$ cat src/source/bus_pkg.sv
// Wishbone bus types
package bus_pkg;

	// Master to slave, classic cycle
	// Address is kept at 8 bits, the slave uses its low ADDR_W bits
	typedef struct packed {
		logic        cyc;
		logic        stb;
		logic        we;
		logic [3:0]  sel;
		logic [31:0] dat;
		logic [7:0]  adr;
	} wb_req_t;

	// Slave to master
	typedef struct packed {
		logic        ack;
		// Valid only while ack is high
		logic [31:0] dat;
	} wb_rsp_t;

	// Register byte offsets
	typedef enum logic [7:0] {
		// Signed shift count
		REG_COUNT  = 8'h00,
		// Operand word
		REG_DATA   = 8'h04,
		// Write launches, operation in bits 1:0
		REG_CTRL   = 8'h08,
		// Last shifted word
		REG_RESULT = 8'h0C,
		// Done, carry, zero, negative in bits 0 to 3
		REG_STATUS = 8'h10
	} reg_addr_e;

endpackage

$ cat src/source/shift_pkg.sv
// Shift unit types
package shift_pkg;

	// Host-visible operation codes, CTRL bits 1:0
	typedef enum logic [1:0] {
		// Both logical codes shift the same way
		SH_A = 2'b00,
		SH_B = 2'b01,
		// Rotate right by the low five count bits
		ROR  = 2'b10,
		// Arithmetic, sign fill on right shifts
		SHA  = 2'b11
	} shift_op_e;

	// Barrel core modes
	// Bit 0 set means a right mode, which also picks the carry source
	typedef enum logic [1:0] {
		BRL_LEFT   = 2'b00,
		BRL_RIGHT  = 2'b01,
		BRL_ROTATE = 2'b10,
		BRL_ARITH  = 2'b11
	} barrel_mode_e;

	// One request into the pipeline
	typedef struct packed {
		shift_op_e   op;
		// Signed shift count, positive shifts right
		logic [31:0] count;
		logic [31:0] data;
	} shift_req_t;

	// One result out of the pipeline
	typedef struct packed {
		logic [31:0] result;
		logic        carry;
		logic        zero;
		logic        negative;
	} shift_res_t;

endpackage

$ cat src/source/barrel32.sv
// Barrel rotate core
module barrel32 import shift_pkg::*; (
	input  logic [31:0]  a,
	input  logic [4:0]   sft,
	input  barrel_mode_e mode,
	output logic [31:0]  z
);

	// Doubled word for the rotate
	logic [63:0] dbl;
	logic [31:0] rot;
	// Right amount seen by the mask, 32 minus sft
	logic [5:0]  rsft;
	// Bits kept after a left shift
	logic [31:0] lmask;
	// Bits kept after a right shift
	logic [31:0] rmask;
	// Sign word for arithmetic fill
	logic [31:0] fill;

	// Rotate left by sft
	// Upper half of the shifted pair holds the rotated word
	assign dbl = {a, a} << sft;
	assign rot = dbl[63:32];

	// Left shift drops the low sft bits that wrapped around
	assign lmask = 32'hFFFF_FFFF << sft;

	// Left rotate by sft equals right rotate by 32 minus sft
	// An sft of zero gives a right amount of 32, so the mask clears everything
	assign rsft  = 6'd32 - {1'b0, sft};
	assign rmask = 32'hFFFF_FFFF >> rsft;

	// Arithmetic fill copies the operand sign
	assign fill = {32{a[31]}};

	always_comb begin
		case (mode)
			BRL_LEFT: begin
				z = rot & lmask;
			end
			BRL_RIGHT: begin
				// Zero fill from the top
				z = rot & rmask;
			end
			BRL_ARITH: begin
				// Wrapped bits replaced by the sign
				z = (rot & rmask) | (fill & ~rmask);
			end
			default: begin
				// Plain rotate keeps every bit
				z = rot;
			end
		endcase
	end

endmodule

$ cat src/source/barrel_unit_top.sv
// Barrel shift unit
module barrel_unit_top import shift_pkg::*, bus_pkg::*; #(
	parameter int ADDR_W = 8
) (
	input  logic    clk,
	input  logic    rst_n,
	input  wb_req_t wb_req,
	output wb_rsp_t wb_rsp
);

	// Register block to pipeline
	logic       launch;
	shift_req_t req;
	// Pipeline back to register block
	logic       out_valid;
	shift_res_t res;

	shift_regs #(
		.ADDR_W (ADDR_W)
	) shift_regs_inst (
		.clk        (clk),
		.rst_n      (rst_n),
		.wb_req     (wb_req),
		.wb_rsp     (wb_rsp),
		.launch     (launch),
		.req        (req),
		.done_valid (out_valid),
		.res        (res)
	);

	// Result is back two cycles after launch
	shift_pipe shift_pipe_inst (
		.clk       (clk),
		.rst_n     (rst_n),
		.in_valid  (launch),
		.req       (req),
		.out_valid (out_valid),
		.res       (res)
	);

endmodule

$ cat src/source/brlshift.sv
// Shift count decode and carry
module brlshift import shift_pkg::*; (
	input  shift_op_e   brlmux,
	input  logic [31:0] srcdp,
	input  logic [31:0] brld,
	output logic [31:0] brlq,
	output logic        brl_carry
);

	// Two's complement of the low count bits
	logic [4:0]   neg_cnt;
	logic         is_rotate;
	logic         is_sha;
	// Sign of the whole count register
	logic         cnt_neg;
	// Low five count bits all clear
	logic         cnt_zero;
	// Any or all of count bits 30:5 set
	logic         mid_any;
	logic         mid_all;
	// Positive count of 32 or more
	logic         uflow;
	// Negative count below -31
	logic         oflow;
	// Out of range, ignored for rotate
	logic         outflow;
	logic [4:0]   shift_cnt;
	barrel_mode_e mode;

	assign is_rotate = (brlmux == ROR);
	assign is_sha    = (brlmux == SHA);

	// Core rotates left, so a right shift by n becomes a left rotate by -n
	assign neg_cnt = 5'd0 - srcdp[4:0];

	assign cnt_neg  = srcdp[31];
	assign cnt_zero = ~|srcdp[4:0];
	assign mid_any  = |srcdp[30:5];
	assign mid_all  = &srcdp[30:5];

	// Positive with any upper bit set
	assign uflow = ~cnt_neg & mid_any;

	// Negative counts from -1 to -31 have bits 30:5 all set and nonzero low bits
	// -32 has bits 30:5 set but low bits clear, still out of range
	assign oflow = cnt_neg & (~mid_all | cnt_zero);

	assign outflow = (uflow | oflow) & ~is_rotate;

	// Zero count with a right mode wipes the word in the core
	assign shift_cnt = outflow ? 5'd0 : neg_cnt;

	always_comb begin
		if (is_rotate) begin
			mode = BRL_ROTATE;
		end else if (outflow || (!cnt_neg && !cnt_zero)) begin
			// Sign fill only for a positive count under SHA
			mode = (is_sha && !cnt_neg) ? BRL_ARITH : BRL_RIGHT;
		end else begin
			// Negative in range, or a count of zero
			mode = BRL_LEFT;
		end
	end

	barrel32 brl_inst (
		.a    (brld),
		.sft  (shift_cnt),
		.mode (mode),
		.z    (brlq)
	);

	// Right modes report the last bit shifted out at the bottom
	assign brl_carry = (mode == BRL_RIGHT || mode == BRL_ARITH) ? brld[0] : brld[31];

endmodule

$ cat src/source/shift_pipe.sv
// Two stage shift pipeline
module shift_pipe import shift_pkg::*; (
	input  logic       clk,
	input  logic       rst_n,
	input  logic       in_valid,
	input  shift_req_t req,
	output logic       out_valid,
	output shift_res_t res
);

	// Stage 1 holds the request
	logic        s1_valid;
	shift_req_t  s1_req;
	// Combinational shifter output
	logic [31:0] brl_q;
	logic        brl_c;

	// Valid bits walk one stage per cycle
	// No stall, a new request may enter every cycle
	always_ff @(posedge clk) begin
		if (!rst_n) begin
			s1_valid  <= 1'b0;
			out_valid <= 1'b0;
		end else begin
			s1_valid  <= in_valid;
			out_valid <= s1_valid;
		end
	end

	// Stage 1 request capture
	always_ff @(posedge clk) begin
		if (in_valid) begin
			s1_req <= req;
		end
	end

	// Shifter sits between the two stages
	brlshift brlshift_inst (
		.brlmux    (s1_req.op),
		.srcdp     (s1_req.count),
		.brld      (s1_req.data),
		.brlq      (brl_q),
		.brl_carry (brl_c)
	);

	// Stage 2 result and flags
	always_ff @(posedge clk) begin
		if (s1_valid) begin
			res.result   <= brl_q;
			res.carry    <= brl_c;
			// Flags come from the shifted word, not the operand
			res.zero     <= ~|brl_q;
			res.negative <= brl_q[31];
		end
	end

endmodule

$ cat src/source/shift_regs.sv
// Wishbone register block
module shift_regs import shift_pkg::*, bus_pkg::*; #(
	parameter int ADDR_W = 8
) (
	input  logic       clk,
	input  logic       rst_n,
	input  wb_req_t    wb_req,
	output wb_rsp_t    wb_rsp,
	output logic       launch,
	output shift_req_t req,
	input  logic       done_valid,
	input  shift_res_t res
);

	// Only the low ADDR_W address bits decode
	localparam logic [7:0] ADDR_MASK = 8'hFF >> (8 - ADDR_W);

	logic        ack_q;
	logic [31:0] rd_dat_q;
	logic [31:0] rd_mux;
	// Operand registers
	logic [31:0] count_q;
	logic [31:0] data_q;
	// Request held for one launch cycle
	logic        launch_q;
	shift_req_t  req_q;
	// Latched result and status
	logic        done_q;
	shift_res_t  res_q;
	// New access this cycle
	logic        access;
	logic        wr_en;
	reg_addr_e   reg_addr;

	// Byte lane merge for partial writes
	function automatic logic [31:0] merge_lanes(
		input logic [31:0] old_w,
		input logic [31:0] new_w,
		input logic [3:0]  sel
	);
		logic [31:0] w;
		w = old_w;
		for (int i = 0; i < 4; i++) begin
			if (sel[i]) begin
				w[8*i +: 8] = new_w[8*i +: 8];
			end
		end
		return w;
	endfunction

	// Ack low means the strobe is a fresh request
	assign access   = wb_req.cyc & wb_req.stb & ~ack_q;
	assign wr_en    = access & wb_req.we;
	assign reg_addr = reg_addr_e'(wb_req.adr & ADDR_MASK);

	// Read mux
	always_comb begin
		case (reg_addr)
			REG_COUNT:  rd_mux = count_q;
			REG_DATA:   rd_mux = data_q;
			// Last launched operation
			REG_CTRL:   rd_mux = {30'd0, req_q.op};
			REG_RESULT: rd_mux = res_q.result;
			REG_STATUS: rd_mux = {28'd0, res_q.negative, res_q.zero, res_q.carry, done_q};
			// Unmapped offsets read zero
			default:    rd_mux = 32'd0;
		endcase
	end

	// Single cycle ack
	// A held strobe sees ack drop, then gets served again
	always_ff @(posedge clk) begin
		if (!rst_n) begin
			ack_q <= 1'b0;
		end else begin
			ack_q <= access;
		end
	end

	// Read data registered with the ack
	always_ff @(posedge clk) begin
		if (access) begin
			rd_dat_q <= rd_mux;
		end
	end

	always_ff @(posedge clk) begin
		if (!rst_n) begin
			count_q  <= 32'd0;
			data_q   <= 32'd0;
			launch_q <= 1'b0;
			req_q    <= '0;
			done_q   <= 1'b0;
			res_q    <= '0;
		end else begin
			launch_q <= 1'b0;
			if (wr_en && reg_addr == REG_COUNT) begin
				count_q <= merge_lanes(count_q, wb_req.dat, wb_req.sel);
			end
			if (wr_en && reg_addr == REG_DATA) begin
				data_q <= merge_lanes(data_q, wb_req.dat, wb_req.sel);
			end
			// Pipeline result lands one cycle after out_valid
			if (done_valid) begin
				done_q <= 1'b1;
				res_q  <= res;
			end
			// Launch wins over a result arriving the same cycle
			if (wr_en && reg_addr == REG_CTRL) begin
				launch_q <= 1'b1;
				req_q    <= '{op: shift_op_e'(wb_req.dat[1:0]), count: count_q, data: data_q};
				done_q   <= 1'b0;
			end
		end
	end

	assign wb_rsp.ack = ack_q;
	assign wb_rsp.dat = rd_dat_q;
	assign launch     = launch_q;
	assign req        = req_q;

endmodule
$ cat config.mk
export PLATFORM = sky130hd
export DESIGN_NAME = barrel_unit_top
export DESIGN_NICKNAME = d
export VERILOG_FILES = /design/src/source/bus_pkg.sv /design/src/source/shift_pkg.sv /design/src/source/barrel32.sv /design/src/source/barrel_unit_top.sv /design/src/source/brlshift.sv /design/src/source/shift_pipe.sv /design/src/source/shift_regs.sv
export SDC_FILE = /design/constraint.sdc
export NUM_CORES = 1
export LEC_CHECK = 0
export BUFFER_PORTS_ARGS = -buffer_cell sky130_fd_sc_hd__buf_2
export CAP_MARGIN = 30
export CORE_UTILIZATION = 35
export DETAILED_ROUTE_END_ITERATION = 6
export GPL_TIMING_DRIVEN = 0
export SKIP_CTS_REPAIR_TIMING = 1
export SYNTH_ARGS = -nofsm -noshare
export SYNTH_HDL_FRONTEND = slang
export SYNTH_SLANG_ARGS = --single-unit
export TNS_END_PERCENT = 10
$ cat constraint.sdc
create_clock -name clk -period 11.1 [get_ports clk]
set_input_delay 2.22 -clock clk [delete_from_list [all_inputs] [get_ports clk]]
set_output_delay 2.22 -clock clk [all_outputs]
set_load 0.01 [all_outputs]
=== Word level (Yosys, flattened, before mapping) ===
Index checks and enable logic that the tools add are counted.

* Word-level logic and storage cells: 92
* Bits of input ports: 49
* Output and inout bits: 33
* Bits in registers: 303

* Bitwise operators: 18
* Equality and inequality tests: 8
* Reduce and logical (&&, ||, !) cells: 25
* Mux-type cells: 8
* Add/sub/neg operators: 2
* Shift operators: 3

{| class="wikitable"
|+ Operators by type and width
! cell !! number
|-
| case mux 32 bit (5 select lines) || 1
|-
| AND 32 bit || 3
|-
| case mux 32 bit (3 select lines) || 1
|-
| left shift 64 x 5 -> 64 bit || 1
|-
| NOT 32 bit || 1
|-
| bitwise OR 32 bit || 1
|-
| OR reduction 32 bit || 1
|-
| left shift 32 x 5 -> 32 bit (first input constant) || 1
|-
| >> shifter 32 x 6 -> 32 bit (first input constant) || 1
|-
| AND reduction 26 bit || 1
|-
| OR reduction 26 bit || 1
|-
| == test 8 x 4 -> 1 bit (second input constant) || 2
|-
| AND reduction 2 bit || 8
|-
| == test 8 x 3 -> 1 bit (second input constant) || 1
|-
| == test 8 x 5 -> 1 bit (second input constant) || 1
|-
| logical NOT 8 bit || 1
|-
| AND 1 bit || 6
|-
| == test 2 bit (second input constant) || 3
|-
| two-way mux 2 bit || 3
|-
| subtractor 6 x 5 -> 6 bit (first input constant) || 1
|-
| logical AND 1 bit || 5
|-
| two-way mux 5 bit || 1
|-
| NOT 1 bit || 5
|-
| OR reduction 5 bit || 1
|-
| other kinds (8) || 13
|}

=== Longest topological paths before layout ===
* Word-level depth: 15
* Depth in mapped cells: 29
* Mapped depth without buffers: 22

=== Hierarchy ===
From an unflattened synthesis, not the netlist that was laid out.

* Cells, all modules: 1,275
* Area total of the unflattened synthesis: 14,797.9 µm²

{| class="wikitable"
|+ By module, submodules not included
! module !! cells each !! instances !! area each (µm²)
|-
| shift_regs || 683 || 1 || 7,581.0
|-
| barrel32 || 435 || 1 || 3,807.4
|-
| shift_pipe || 116 || 1 || 3,135.5
|-
| brlshift || 41 || 1 || 274.0
|}

=== Worst setup path before layout ===
Ideal clock, no wire load.

* Path kind: reg-to-reg
* Start point: register shift_pipe_inst.s1_req[32] (netlist name)
* End point: register shift_pipe_inst.res[1] (netlist name)
* Data required time: 10.925 ns
* Stages on the path, launching flop included: 28
* Path buffers: 7
* Library setup time: 0.175 ns
* Arrival time: 6.261 ns
* Clock period less this slack: 6.436 ns
* Setup slack: 4.664 ns
* Cell sequence: edfxtp_1 clkbuf_1 inv_1 clkbuf_1 ha_1 nor3b_1 ha_1 nand4b_1 or4_1 buf_2 o221ai_2 buf_2 buf_2 buf_2 clkbuf_1 and2_1 inv_1 ha_1 o211ai_1 mux2i_1 nand2_1 a31oi_1 a221oi_1 a211o_1 or4b_1 nor4_2 nand4_1 nor4bb_1

* Cells in the longest elaborated chain, start to end: 15
* Elaborated cells between the ends (all ways): 27

{| class="wikitable"
|+ RTL lines
! item !! RTL line !! source
|-
| start: declaration || shift_pipe.sv:13 || <nowiki>shift_req_t s1_req;</nowiki>
|-
| start signal: assignment || shift_pipe.sv:33 || <nowiki>s1_req <= req;</nowiki>
|-
| OR reduction 5 bit || brlshift.sv:37 || <nowiki>assign cnt_zero = ~|srcdp[4:0];</nowiki>
|-
| logical NOT 1 bit || brlshift.sv:37 ||
|-
| bitwise OR 1 bit || brlshift.sv:46 || <nowiki>assign oflow = cnt_neg & (~mid_all | cnt_zero);</nowiki>
|-
| AND 1 bit || brlshift.sv:46 ||
|-
| bitwise OR 1 bit || brlshift.sv:48 || <nowiki>assign outflow = (uflow | oflow) & ~is_rotate;</nowiki>
|-
| AND 1 bit || brlshift.sv:48 ||
|-
| two-way mux 5 bit || brlshift.sv:51 || <nowiki>assign shift_cnt = outflow ? 5'd0 : neg_cnt;</nowiki>
|-
| subtractor 6 x 5 -> 6 bit || barrel32.sv:31 || <nowiki>assign rsft = 6'd32 - {1'b0, sft};</nowiki>
|-
| >> shifter 32 x 6 -> 32 bit || barrel32.sv:32 || <nowiki>assign rmask = 32'hFFFF_FFFF >> rsft;</nowiki>
|-
| NOT 32 bit || barrel32.sv:48 || <nowiki>z = (rot & rmask) | (fill & ~rmask);</nowiki>
|-
| AND 32 bit || barrel32.sv:48 ||
|-
| bitwise OR 32 bit || barrel32.sv:48 ||
|-
| case mux 32 bit (3 select lines) * || barrel32.sv:38 || <nowiki>case (mode)</nowiki>
|-
| via shift_pipe_inst.brl_q[15] || shift_pipe.sv:15 || <nowiki>logic [31:0] brl_q;</nowiki>
|-
| OR reduction 32 bit * || shift_pipe.sv:52 || <nowiki>res.zero <= ~|brl_q;</nowiki>
|-
| logical NOT 1 bit * || shift_pipe.sv:52 ||
|}

The timed path passes the listed nets; every way through them passes the cells marked *.
A chain may end at the register's enable or synchronous reset.

=== Final worst setup path ===
* Start point: register shift_pipe_inst.s1_req[32] (netlist name)
* End point: register shift_pipe_inst.res[1] (netlist name)

* Cells in the longest elaborated chain, start to end: 15
* Elaborated cells between the ends (all ways): 27

{| class="wikitable"
|+ RTL lines
! item !! RTL line
|-
| OR reduction 5 bit || brlshift.sv:37
|-
| logical NOT 1 bit || brlshift.sv:37
|-
| bitwise OR 1 bit || brlshift.sv:46
|-
| AND 1 bit || brlshift.sv:46
|-
| bitwise OR 1 bit || brlshift.sv:48
|-
| AND 1 bit || brlshift.sv:48
|-
| two-way mux 5 bit || brlshift.sv:51
|-
| subtractor 6 x 5 -> 6 bit || barrel32.sv:31
|-
| >> shifter 32 x 6 -> 32 bit || barrel32.sv:32
|-
| NOT 32 bit || barrel32.sv:48
|-
| AND 32 bit || barrel32.sv:48
|-
| bitwise OR 32 bit || barrel32.sv:48
|-
| case mux 32 bit (3 select lines) * || barrel32.sv:38
|-
| via shift_pipe_inst.brl_q[30] || shift_pipe.sv:15
|-
| OR reduction 32 bit * || shift_pipe.sv:52
|-
| logical NOT 1 bit * || shift_pipe.sv:52
|}

Marks and branches as above.

==> results.ini <==
[detailed_routing]
postRouteAntennaNets=0
firstDrtPassIters=6
viasPerCell=6.07
wirelength_um=70800
first_iter_violations=1672
drt-wirelength-per-cell_um=28.4
vias=15100
drc=0

[critical_path]
cp-start-kind=flip-flop
endpoint_kind=flip-flop
crit_path_top_delay_cell=o221ai_2
slowest_delay_ps=670
cp_max_fo=10
crit_type=flip-flop to flip-flop
cp.arrival_ps=10690
cp.required_ps=11460

[sta]
fin_setup_tns_ps=0
finalHoldViolations=0
finClkSkew_ps=20.9
grt_setup_unrepaired=false
holdWs_ps=427
fmax_ghz=0.0968
worst_slew_pin_slew_ps=1090
min_period_over_period=0.931
slew_headroom=0.269
setup_viol=0
drv_slew=0
setup_ws_ps=769
min_period_ps=10330

[floorplanning]
fp.dieH_um=217
dieArea_um2=47100
rows=78
initial_core_util=0.356
core_area_um2=45500
die-width_um=217
ioPinCount=82

[power_and_ir_drop]
p_leak_nw=5.80
powerDensity_nw_per_um2=120
worst_ir_drop_vdd_uv=107

[flow_run]
max_cap_viol_count=0

[placement]
place_hpwl_um=53400
placed_cell_area_um2=17400
gp_congestion=1.06
pre_cts_ws_ps=1290
io_buffers=77

[yosys]
netlist_instances=1748
synth.distinct_cells=80
ys_seq_area_frac=0.454
synth_fa_ha_area_frac=0.00773
synth_top_family_by_area=compound AO/OA/AOI/OAI gates
synth_compound_area_frac=0.190
synthSimpleGateAreaFrac=0.190
async_flop_share=0
ys_warn_count=0
synth_area_per_cell_um2=9.26
ys_ff_latch=301
synthMuxAreaShare=0.118
syn-num-nets=1807
synth_xor_area_frac=0.00162
syn_area_um2=16200
synth_edf_count=132
ys.flop_type=dfxtp_1

[global_routing]
antenna_found_initial=6
grt_remaining_overflow=0
grt_pass1_vias=14500
track_usage=0.295
grt_pass1_wl_um=101000
grt_max_degree=68

[run_status]
status=finished clean

[final_layout]
syn2layout_area_growth_pct=13.5
utilization=0.404
layout-drive-gt1-share=0.103
final_nets=1925
fill_cells=4668
final_cell_area_um2=18400

[clock_network]
clkLatencyLatePin_ps=560
cts_inserted_buffers=29
cts.path.max_buffers=3
htree_levels=1
path_clk_slew_ps=60
cts_root_buf=clkbuf_16
cts_sinks=301
cts_tree=yes

[worst_hold_path]
hold_path_class=flip-flop to flip-flop

[stage by stage]
stage | power [mW] | cells
finish | 2.21 | 2492
global route | 2.26 | 2489
CTS | 2.22 | 2489
detailed placement | 1.25 | 2435
global placement | 1.25 | 2425
floorplan | 1.21 | 1748
[cells in the mapped netlist, types with 21 or more instances]
cell / n / area share
nand2_1: 255 / 0.059
dfxtp_1: 169 / 0.21
mux2i_1: 161 / 0.10
nor2_1: 135 / 0.031
edfxtp_1: 132 / 0.24
nor2b_1: 103 / 0.040
clkbuf_1: 102 / 0.024
a21oi_1: 93 / 0.029
a21boi_0: 71 / 0.033
o21ai_0: 64 / 0.020
nor3_1: 31 / 0.0096
nand3_1: 27 / 0.0083
a31oi_1: 26 / 0.010
a211oi_1: 21 / 0.0097
[sequential cells by signal, summed over array words and instances (netlist names)]
name                       count
shift_pipe_inst.s1_req        66
shift_regs_inst.launch         1
shift_regs_inst.req           66
shift_regs_inst.ack_q          1
shift_pipe_inst.out_valid      1
shift_regs_inst.data_q        32
shift_regs_inst.res_q         34
shift_regs_inst.rd_dat_q      32
shift_pipe_inst.res           34
shift_regs_inst.done_q         1
shift_pipe_inst.s1_valid       1
shift_regs_inst.count_q       32
[power breakdown]
group	internal [mW]	total (mW)	switching (mW)
logic	0.0257	0.0696	0.0438
registers	1.15	1.15	0.00137
clock network	0.558	0.983	0.424
total	1.74	2.21	0.470
[worst paths after layout]
check	from	endpoint	slack [ps]	cells past startpoint
worst min register to register	shift_regs_inst.req[62]	shift_pipe_inst.s1_req[62]	430	0
worst max register to register	shift_pipe_inst.s1_req[32]	shift_pipe_inst.res[1]	770	28
worst min-delay path	shift_regs_inst.req[62]	shift_pipe_inst.s1_req[62]	430	0
worst max-delay path	shift_pipe_inst.s1_req[32]	shift_pipe_inst.res[1]	770	28
[layout make-up]
| type | instances | area (µm²) | share of cell area |
|---|---|---|---|
| well taps | 600 | 751 | 0.0409 |
| flip-flops and latches | 301 | 7350 | 0.400 |
| repair buffers | 87 | 458 | 0.0249 |
| multi-input cells | 1293 | 8230 | 0.448 |
| diodes | 3 | 7.51 | 0.000409 |
| inverters | 14 | 52.6 | 0.00286 |
| plain buffers | 140 | 567 | 0.0309 |
| clock inverters | 15 | 104 | 0.00566 |
| clock buffers | 39 | 846 | 0.0461 |
[placed cells by master, fill, tap and decap left out, drive strengths merged, types with 6 or more instances in the layout]
| master | synthesis | final |
|---|---|---|
| a32oi | 14 | 14 |
| o31ai | 8 | 8 |
| nor2b | 103 | 103 |
| nand2 | 255 | 255 |
| a221oi | 11 | 11 |
| inv | 13 | 16 |
| nor3 | 31 | 31 |
| buf | 37 | 124 |
| a311oi | 6 | 6 |
| ha | 10 | 10 |
| a21boi | 71 | 71 |
| edfxtp | 132 | 132 |
| or3 | 8 | 8 |
| o22ai | 9 | 9 |
| o32ai | 9 | 9 |
| nand2b | 9 | 9 |
| o211ai | 20 | 20 |
| nor4 | 17 | 17 |
| clkinv | 1 | 12 |
| nor2 | 137 | 137 |
| a211oi | 21 | 21 |
| a211o | 10 | 10 |
| o21ai | 65 | 65 |
| a21oi | 93 | 93 |
| a31oi | 26 | 26 |
| a22oi | 8 | 8 |
| clkbuf | 103 | 142 |
| nand4 | 13 | 13 |
| a2111oi | 6 | 6 |
| or2 | 8 | 8 |
| and2 | 21 | 21 |
| nand3 | 27 | 27 |
| mux2i | 161 | 161 |
| dfxtp | 169 | 169 |
| mux2 | 17 | 17 |
| a21o | 17 | 17 |
[routing by layer]
| layer | vias up | track usage | part of all wire |
|---|---|---|---|
| li1 | 6649 | - | - |
| met1 | 7432 | 0.383 | 0.42 |
| met2 | 853 | 0.474 | 0.45 |
| met3 | 198 | 0.0516 | 0.080 |
| met4 | 2 | 0.143 | 0.053 |
| met5 | - | 0 | 0.00018 |
[critical path: cells and delay by family, from the launching register on]
family          cells  cell delay (ps)
compound gates      5             1910
fa+ha+maj           3             1030
flops               1              400
simple gates        9             2350
mux                 1              560
buf+inv            10             3850
[cells by family after synthesis]
| kind of cell | count (synthesis) |
|---|---|
| AO/OA/AOI/OAI | 448 |
| XOR/XNOR | 3 |
| adder cells (fa/ha/maj) | 10 |
| buffers and inverters | 154 |
| flip-flops | 301 |
| multiplexers | 183 |
| AND/OR/NAND/NOR | 649 |
No activity file was read; power rests on OpenSTA's default activity.
